$ cat src/include/mapper_defs.svh
// Mapper constants: register map, region count and MCU interrupt pulse length
`ifndef MAPPER_DEFS_SVH
`define MAPPER_DEFS_SVH

// programmable regions and register file depth
`define MAP_REGIONS       8
`define MAP_NREGS         32

// register indices
`define MAP_REG_WDATA_HI  0
`define MAP_REG_WDATA_LO  1
`define MAP_REG_CTRL      2
`define MAP_REG_SOUND     3
`define MAP_REG_IRQ       4
`define MAP_REG_CMD       5
`define MAP_REG_WADDR     7
`define MAP_REG_RADDR     10
// size at even offset, base at odd offset
`define MAP_REG_REGION    16

// MCU vblank pulse, in pixel enables
`define MAP_MCU_IRQ_LEN   255

`endif

$ cat src/mapper_pkg.sv
// Mapper types: register word views, region configuration and CPU bus bundle
package mapper_pkg;

    // size register layout
    typedef struct packed {
        logic [3:0] unused;
        logic [1:0] dtack;
        logic [1:0] size;
    } region_size_t;

    // one register byte, read raw or as a region size word
    typedef union packed {
        logic [7:0]   raw;
        region_size_t sz;
    } map_reg_u;

    // per-region setup as seen by the decoder
    typedef struct packed {
        logic [7:0] base;
        map_reg_u   size;
    } region_cfg_t;

    // 68000 bus signals, driven by the CPU side
    typedef struct packed {
        logic        asn;
        logic [1:0]  dsn;
        logic [1:0]  dswn;
        logic [2:0]  fc;
        logic [23:1] addr;
        logic [15:0] dout;
    } cpu_bus_t;

endpackage

$ cat src/bus_mapper.sv
// Bus mapper top: register file, region decode, DTACK and interrupts with address/data muxes
`timescale 1ns/100ps
`include "mapper_defs.svh"

module bus_mapper import mapper_pkg::*; (
    input  logic        clk,
    input  logic        rst,
    input  logic        cpu_cen,
    input  logic        pxl_cen,
    input  logic        vint,
    input  logic        bus_busy,
    input  cpu_bus_t    bus,
    input  logic        sndmap_rd,
    input  logic [15:0] mcu_addr,
    input  logic [7:0]  mcu_dout,
    input  logic        mcu_wr,
    output logic        cpu_rst,
    output logic        cpu_haltn,
    output logic        cpu_dtackn,
    output logic        cpu_vpan,
    output logic [2:0]  cpu_ipln,
    output logic [7:0]  sndmap_dout,
    output logic        sndmap_obf,
    output logic [7:0]  mcu_din,
    output logic [1:0]  mcu_intn,
    output logic [23:1] addr_out,
    output logic [15:0] bus_din,
    output logic [7:0]  active
);

    region_cfg_t [`MAP_REGIONS-1:0] regions;
    logic        cpu_sel;
    logic        wrmem, rdmem;
    logic [23:1] rdaddr, wraddr;
    logic [15:0] wrdata;
    logic [2:0]  irq_level;
    logic        ctrl_rst, ctrl_halt;
    logic        int_ack;
    logic [1:0]  dtack_cyc;
    logic        rst_aux;

    mapper_regs u_regs (
        .clk         (clk),
        .rst         (rst),
        .bus         (bus),
        .none_active (active == '0),
        .mcu_addr    (mcu_addr),
        .mcu_dout    (mcu_dout),
        .mcu_wr      (mcu_wr),
        .sndmap_rd   (sndmap_rd),
        .int_ack     (int_ack),
        .cpu_sel     (cpu_sel),
        .regions     (regions),
        .wrmem       (wrmem),
        .rdmem       (rdmem),
        .rdaddr      (rdaddr),
        .wraddr      (wraddr),
        .wrdata      (wrdata),
        .sndmap_dout (sndmap_dout),
        .sndmap_obf  (sndmap_obf),
        .irq_level   (irq_level),
        .ctrl_rst    (ctrl_rst),
        .ctrl_halt   (ctrl_halt),
        .mcu_din     (mcu_din)
    );

    // indirect cycles replace the CPU address and data for one clock
    assign addr_out = rdmem ? rdaddr : (wrmem ? wraddr : bus.addr);
    assign bus_din  = (wrmem | rdmem) ? wrdata : bus.dout;

    region_decode u_decode (
        .addr_out  (addr_out),
        .fc        (bus.fc),
        .regions   (regions),
        .active    (active),
        .dtack_cyc (dtack_cyc)
    );

    dtack_delay u_dtack (
        .clk        (clk),
        .rst        (rst),
        .cpu_cen    (cpu_cen),
        .asn        (bus.asn),
        .bus_busy   (bus_busy),
        .dtack_cyc  (dtack_cyc),
        .cpu_dtackn (cpu_dtackn)
    );

    irq_ctrl u_irq (
        .clk       (clk),
        .rst       (rst),
        .pxl_cen   (pxl_cen),
        .vint      (vint),
        .bus       (bus),
        .cpu_sel   (cpu_sel),
        .irq_level (irq_level),
        .int_ack   (int_ack),
        .cpu_ipln  (cpu_ipln),
        .cpu_vpan  (cpu_vpan),
        .mcu_intn  (mcu_intn)
    );

    // CPU reset retimed on the falling edge
    always_ff @(negedge clk) begin
        rst_aux <= ctrl_rst | rst;
        cpu_rst <= rst_aux;
    end

    assign cpu_haltn = ~ctrl_halt;

endmodule

$ cat src/dtack_delay.sv
// DTACK generator with one or two extra clock-enable wait steps per region
`timescale 1ns/100ps

module dtack_delay (
    input  logic       clk,
    input  logic       rst,
    input  logic       cpu_cen,
    input  logic       asn,
    input  logic       bus_busy,
    input  logic [1:0] dtack_cyc,
    output logic       cpu_dtackn
);

    logic dtackn1, dtackn2, dtackn3;

    always_ff @(posedge clk or posedge rst) begin
        if (rst) begin
            dtackn1 <= 1'b1;
            dtackn2 <= 1'b1;
            dtackn3 <= 1'b1;
        end else if (asn) begin
            // end of bus cycle
            dtackn1 <= 1'b1;
            dtackn2 <= 1'b1;
            dtackn3 <= 1'b1;
        end else if (cpu_cen) begin
            // busy only holds off the first stage
            if (!bus_busy) begin
                dtackn1 <= 1'b0;
            end
            dtackn2 <= dtackn1;
            dtackn3 <= dtackn2;
        end
    end

    // codes 0 and 1 take the base stage
    always_comb begin
        case (dtack_cyc)
            2'd3: cpu_dtackn = dtackn3;
            2'd2: cpu_dtackn = dtackn2;
            default: cpu_dtackn = dtackn1;
        endcase
    end

endmodule

$ cat src/irq_ctrl.sv
// Interrupt controller for the vblank edge, CPU request and acknowledge, and the MCU vblank pulse
`timescale 1ns/100ps
`include "mapper_defs.svh"

module irq_ctrl import mapper_pkg::*; (
    input  logic       clk,
    input  logic       rst,
    input  logic       pxl_cen,
    input  logic       vint,
    input  cpu_bus_t   bus,
    input  logic       cpu_sel,
    input  logic [2:0] irq_level,
    output logic       int_ack,
    output logic [2:0] cpu_ipln,
    output logic       cpu_vpan,
    output logic [1:0] mcu_intn
);

    logic       last_vint;
    logic       irqn;
    logic       mcu_vintn;
    logic [7:0] mcu_cnt;
    logic       vint_rise;

    // fc all ones with AS asserted
    assign int_ack   = (&bus.fc) & ~bus.asn;
    assign cpu_vpan  = ~int_ack;
    assign vint_rise = vint & ~last_vint;

    always_ff @(posedge clk or posedge rst) begin
        if (rst) begin
            last_vint <= 1'b0;
            irqn      <= 1'b1;
            mcu_vintn <= 1'b1;
            mcu_cnt   <= '0;
        end else begin
            last_vint <= vint;
            if (int_ack) begin
                irqn <= 1'b1;
            end else if (vint_rise) begin
                irqn <= 1'b0;
            end
            // MCU pulse counts pixel enables down to zero
            if (mcu_cnt != 0 && pxl_cen) begin
                mcu_cnt <= mcu_cnt - 8'd1;
                // last enable of the pulse
                if (mcu_cnt == 8'd1) begin
                    mcu_vintn <= 1'b1;
                end
            end
            if (vint_rise) begin
                mcu_vintn <= 1'b0;
                mcu_cnt   <= 8'(`MAP_MCU_IRQ_LEN);
            end
        end
    end

    // level 4 request until the MCU owns the IRQ register
    assign cpu_ipln = cpu_sel ? {irqn, 2'b11} : irq_level;
    assign mcu_intn = {1'b1, mcu_vintn};

endmodule

$ cat src/mapper_regs.sv
// Mapper register file: CPU/MCU writes, mailbox flag, indirect cycle strobes and MCU readback
`timescale 1ns/100ps
`include "mapper_defs.svh"

module mapper_regs import mapper_pkg::*; (
    input  logic                              clk,
    input  logic                              rst,
    input  cpu_bus_t                          bus,
    input  logic                              none_active,
    input  logic [15:0]                       mcu_addr,
    input  logic [7:0]                        mcu_dout,
    input  logic                              mcu_wr,
    input  logic                              sndmap_rd,
    input  logic                              int_ack,
    output logic                              cpu_sel,
    output region_cfg_t [`MAP_REGIONS-1:0]    regions,
    output logic                              wrmem,
    output logic                              rdmem,
    output logic [23:1]                       rdaddr,
    output logic [23:1]                       wraddr,
    output logic [15:0]                       wrdata,
    output logic [7:0]                        sndmap_dout,
    output logic                              sndmap_obf,
    output logic [2:0]                        irq_level,
    output logic                              ctrl_rst,
    output logic                              ctrl_halt,
    output logic [7:0]                        mcu_din
);

    map_reg_u   mmr [`MAP_NREGS];
    logic [4:0] mcu_addr_m, mcu_addr_s;
    logic [4:0] asel;
    logic [7:0] din;
    logic       wren;
    logic [7:0] snd_latch;

    // MCU address crosses in from another clock
    always_ff @(posedge clk) begin
        mcu_addr_m <= mcu_addr[4:0];
        mcu_addr_s <= mcu_addr_m;
    end

    // write source, CPU until the MCU takes over
    assign asel = cpu_sel ? bus.addr[5:1] : mcu_addr_s;
    assign din  = cpu_sel ? bus.dout[7:0] : mcu_dout;
    assign wren = cpu_sel ? (~bus.asn & ~bus.dswn[0] & none_active) : mcu_wr;

    always_ff @(posedge clk or posedge rst) begin
        if (rst) begin
            for (int i = 0; i < `MAP_NREGS; i++) begin
                mmr[i] <= '0;
            end
            cpu_sel    <= 1'b1;
            sndmap_obf <= 1'b0;
            wrmem      <= 1'b0;
            rdmem      <= 1'b0;
            snd_latch  <= '0;
        end else begin
            wrmem <= 1'b0;
            rdmem <= 1'b0;
            // takeover lasts until reset
            if (mcu_wr) begin
                cpu_sel <= 1'b0;
            end
            if (wren) begin
                mmr[asel].raw <= din;
                if (asel == `MAP_REG_SOUND) begin
                    sndmap_obf <= 1'b1;
                    snd_latch  <= din;
                end
                if (asel == `MAP_REG_CMD) begin
                    wrmem <= din[1:0] == 2'b01;
                    rdmem <= din[1:0] == 2'b10;
                end
            end
            // read beats a same-cycle write
            if (sndmap_rd) begin
                sndmap_obf <= 1'b0;
            end
            if (int_ack) begin
                mmr[`MAP_REG_IRQ].raw[2:0] <= 3'b111;
            end
        end
    end

    // region pairs start at MAP_REG_REGION
    always_comb begin
        for (int r = 0; r < `MAP_REGIONS; r++) begin
            regions[r].size = mmr[`MAP_REG_REGION + 2*r];
            regions[r].base = mmr[`MAP_REG_REGION + 2*r + 1].raw;
        end
    end

    assign wraddr = {mmr[`MAP_REG_WADDR].raw[6:0], mmr[`MAP_REG_WADDR+1].raw,
                     mmr[`MAP_REG_WADDR+2].raw};
    assign rdaddr = {mmr[`MAP_REG_RADDR].raw[6:0], mmr[`MAP_REG_RADDR+1].raw,
                     mmr[`MAP_REG_RADDR+2].raw};
    assign wrdata = {mmr[`MAP_REG_WDATA_HI].raw, mmr[`MAP_REG_WDATA_LO].raw};

    assign sndmap_dout = mmr[`MAP_REG_SOUND].raw;
    assign irq_level   = mmr[`MAP_REG_IRQ].raw[2:0];
    assign ctrl_rst    = mmr[`MAP_REG_CTRL].raw[0];
    assign ctrl_halt   = mmr[`MAP_REG_CTRL].raw[1];

    // MCU readback
    always_ff @(posedge clk) begin
        case (mcu_addr_s[1:0])
            2'd0: mcu_din <= mmr[`MAP_REG_WDATA_HI].raw;
            2'd1: mcu_din <= mmr[`MAP_REG_WDATA_LO].raw;
            // status: halt_n in bit 1, inverted reset in bit 0
            2'd2: mcu_din <= {6'b11_1111, ~ctrl_halt, ~ctrl_rst};
            default: mcu_din <= snd_latch;
        endcase
    end

endmodule

$ cat src/region_decode.sv
// Region decoder: priority base/size match giving a one-hot region vector and its DTACK code
`timescale 1ns/100ps
`include "mapper_defs.svh"

module region_decode import mapper_pkg::*; (
    input  logic [23:1]                    addr_out,
    input  logic [2:0]                     fc,
    input  region_cfg_t [`MAP_REGIONS-1:0] regions,
    output logic [7:0]                     active,
    output logic [1:0]                     dtack_cyc
);

    logic [`MAP_REGIONS-1:0] hit;

    // larger sizes compare fewer upper bits
    always_comb begin
        for (int r = 0; r < `MAP_REGIONS; r++) begin
            case (regions[r].size.sz.size)
                2'd0: hit[r] = addr_out[23:16] == regions[r].base;
                2'd1: hit[r] = addr_out[23:17] == regions[r].base[7:1];
                2'd2: hit[r] = addr_out[23:19] == regions[r].base[7:3];
                default: hit[r] = addr_out[23:21] == regions[r].base[7:5];
            endcase
        end
    end

    always_comb begin
        active    = '0;
        dtack_cyc = 2'd0;
        // walk down so the lowest index is written last
        for (int r = `MAP_REGIONS - 1; r >= 0; r--) begin
            if (hit[r]) begin
                active    = '0;
                active[r] = 1'b1;
                dtack_cyc = regions[r].size.sz.dtack;
            end
        end
        // interrupt acknowledge cycles map nowhere
        if (&fc) begin
            active    = '0;
            dtack_cyc = 2'd0;
        end
    end

endmodule
$ cat config.mk
export PLATFORM = sky130hd
export DESIGN_NAME = bus_mapper
export DESIGN_NICKNAME = d
export VERILOG_FILES = /design/src/mapper_pkg.sv /design/src/bus_mapper.sv /design/src/dtack_delay.sv /design/src/irq_ctrl.sv /design/src/mapper_regs.sv /design/src/region_decode.sv
export VERILOG_INCLUDE_DIRS = /design/src /design/src/include
export SDC_FILE = /design/constraint.sdc
export NUM_CORES = 1
export LEC_CHECK = 0
export ABC_CLOCK_PERIOD_IN_PS = 10200
export BUFFER_PORTS_ARGS = -buffer_cell sky130_fd_sc_hd__clkbuf_2
export CAP_MARGIN = 40
export CORE_MARGIN = 2
export CORE_UTILIZATION = 50
export DETAILED_ROUTE_END_ITERATION = 10
export HOLD_SLACK_MARGIN = 0.03
export PLACE_DENSITY = 0.7
export SYNTH_ARGS = -nofsm -noshare
export SYNTH_HDL_FRONTEND = slang
export SYNTH_HIERARCHICAL = 1
export SYNTH_SLANG_ARGS = --single-unit
$ cat constraint.sdc
create_clock -name clk -period 10.2 [get_ports clk]
set_input_delay 3.06 -clock clk [delete_from_list [all_inputs] [get_ports clk]]
set_output_delay 3.06 -clock clk [all_outputs]
set_load 0.005 [all_outputs]
==> results by group <==
Status
  • Outcome: complete, no violations

Worst setup path
  • Buf+Inv Stages, Crit Path: 1
  • Crit path to: cpu_rst
  • Slowest-stage cell, CP: dfxtp_1
  • Crit end category: output pin
  • R2R cell count: 1
  • Critical path class: register to output pin
  • Crit. Startpoint: cpu_rst$_DFF_N_
  • Reg2reg end: rst_aux$_DFF_N_
  • CP max FO: 1
  • Critical path's largest stage delay: roughly 0.30 ns
  • Reg2Reg Launch Point: u_regs/ctrl_rst$_DFFE_PP0P_
  • WP data required: 7.14 ns
  • R2R setup slack: between 4 and 5 ns
  • CP Launch Type: register
  • Worst Path Arrival: ~6.1 ns
  • Kind of cell adding the most delay to the critical path: flip-flops
  • Worst path cell trace: clkbuf_2
  • Crit path depth: 1

Clocking
  • Clock-pin slew on the worst setup and hold paths: ~0.06 ns
  • Postcts setup bufs: 0
  • Clock Latency Late Sink: 0.56 ns
  • Post-cts resize count: 0
  • CTS Buffer Depth: 3
  • CTS root buffer: clkbuf_16
  • CTS Hold Bufs: 0
  • Htree depth: 1
  • Num CTS Buffers: 24
  • TritonCTS clock tree: built
  • CTS Sinks: between 200 and 250

Yosys
  • Synth warn: 6
  • Synthesized area: 0.0108 mm2
  • Syn nets: 934
  • Synth Instances: 852
  • Avg Cell Area, Syn: about 13 um2

Global routing
  • First-pass GRT wire length: 39,900 um
  • Initial antenna violation count: 0
  • All-Layer GR Usage: a little under a quarter
  • Vias in the first global route: roughly 7,100
  • Pin count of the biggest net entering global routing: 90
  • Grt total ovfl: 0

Place
  • HPWL after detailed placement: 16,800 um
  • DP Area: ~0.012 mm2
  • Final Wtd Congestion: 0.771
  • Port buffer count: roughly 140

Cells and area
  • Area grow syn2layout: 15.6%
  • ANT cells: 0
  • Finished Cell Area: ~0.013 mm2
  • Fraction of layout cells with a size suffix above 1: 43.8%
  • NumNets Final: between 1,000 and 1,500
  • Fin util: 59.2%

Die
  • Total die area: approximately 0.023 mm2
  • Starting density of the core: 51.2%
  • Core area: 0.0212 mm2
  • Die Height: 151 um
  • Num ports: 152
  • # rows: 53
  • Die Wd: around 150 um

Timing
  • Fin. max-slew vios: 0
  • Tightest Pin Transition: 0.835 ns
  • Post-route setup TNS: 0 ns
  • Worst slew margin: 44.1%
  • # setup viols final: 0
  • RSZ-0062 raised after global routing: false
  • Clock skew: approximately 0.056 ns
  • Final Hold Viols: 0

Pwr
  • Pwr dens: 192 mW/mm2
  • Max VDD drop: 152 uV
  • Leak: 5.69 nW

Detailed routing
  • Drt first pass iters: 4
  • Via density: between 5 and 6
  • Vias: 7,109
  • DRC: 0
  • Drt total wl: 25,200 um
  • DR iter-0 viols: 299
  • DRT antenna net count: 0
  • WL per Instance: 19.9 um

Min path
  • Hold Path Class: register to register

Flow run
  • MaxCap Viol Count: 0
metrics by stage:
step	hold slack (ns)	worst slack [ns]	power, mW	std cells
2_1_floorplan	0.310	1.65	1.39	852
6_report	0.325	1.07	2.40	1270
4_1_cts	0.326	1.05	2.42	1270
5_1_grt	0.335	1.03	2.51	1270
3_3_place_gp	0.311	1.15	1.50	1222
3_5_place_dp	0.312	1.33	1.52	1225
sequential cells by signal (all words and copies together), names as in the netlist, 3 cells and up:
register and cells:
u_regs/mcu_addr_s 5, u_regs/rdaddr 23, u_regs/mcu_din 8, u_regs/regions 96, u_regs/snd_latch 8, u_regs/sndmap_dout 8
u_regs/mcu_addr_m 5, u_regs/wrdata 16, u_irq/mcu_cnt 8, u_regs/wraddr 23, u_regs/irq_level 3
per-layer routing:
| layer | track usage [%] | vias up | routed length (um) |
|---|---|---|---|
| li1 | - | 3304 | - |
| met1 | 31.6 | 3615 | 11600 |
| met2 | 38.3 | 150 | 12100 |
| met3 | 2.86 | 40 | 990 |
| met4 | 5.75 | 0 | 559 |
| met5 | 0 | - | 0 |
layout by cell type (no fill, tap or decap), types with 4 or more instances in the layout:
| master | instances |
|---|---|
| a211oi_1 | 4 |
| a21oi_1 | 13 |
| a31oi_1 | 5 |
| a41o_1 | 5 |
| and3_1 | 6 |
| buf_4 | 11 |
| clkbuf_1 | 4 |
| clkbuf_16 | 25 |
| clkbuf_2 | 136 |
| clkbuf_8 | 6 |
| clkinv_2 | 5 |
| dfrtp_1 | 191 |
| dfstp_2 | 6 |
| dfxtp_1 | 20 |
| inv_1 | 15 |
| mux2_2 | 182 |
| mux2_4 | 19 |
| mux2i_1 | 36 |
| nand2_1 | 37 |
| nand2b_1 | 10 |
| nand3_1 | 10 |
| nor2_1 | 24 |
| nor2b_1 | 6 |
| nor3_1 | 16 |
| nor3_2 | 4 |
| nor3_4 | 7 |
| o211a_1 | 6 |
| o211ai_1 | 5 |
| o21ai_0 | 16 |
| o21ai_1 | 12 |
| or3_1 | 6 |
| or4_1 | 4 |
| xnor2_1 | 47 |
| xor2_1 | 19 |
worst min path at each step:
stage / from / end / slack [ns] / depth (start not counted)
after floorplan: rst_aux$_DFF_N_ / cpu_rst$_DFF_N_ / 0.31 / 0
after global placement: u_regs/mcu_addr_m[0]$_DFF_P_ / u_regs/mcu_addr_s[0]$_DFF_P_ / 0.31 / 0
after detailed placement: u_regs/mcu_addr_m[1]$_DFF_P_ / u_regs/mcu_addr_s[1]$_DFF_P_ / 0.31 / 0
after CTS: u_regs/mcu_addr_m[1]$_DFF_P_ / u_regs/mcu_addr_s[1]$_DFF_P_ / 0.33 / 0
after global routing: u_regs/mcu_addr_m[0]$_DFF_P_ / u_regs/mcu_addr_s[0]$_DFF_P_ / 0.33 / 0
final: u_regs/mcu_addr_m[0]$_DFF_P_ / u_regs/mcu_addr_s[0]$_DFF_P_ / 0.32 / 0
where the power goes:
group | switching, mW | internal, mW | total, mW
registers | 0.0994 | 1.01 | 1.11
logic | 0.172 | 0.219 | 0.390
clock network | 0.342 | 0.554 | 0.896
total | 0.613 | 1.79 | 2.40
area by class of cell:
type                       count  area [um2]
fill                        1741        8640
sequential                   217        5340
clock buffer                  35         723
multi-input combinational    568        5110
clock inverter                11         118
tap                          275         344
timing repair buffer         150         823
inverter                      14        57.6
Note: power is estimated with default switching activity, not from simulation.
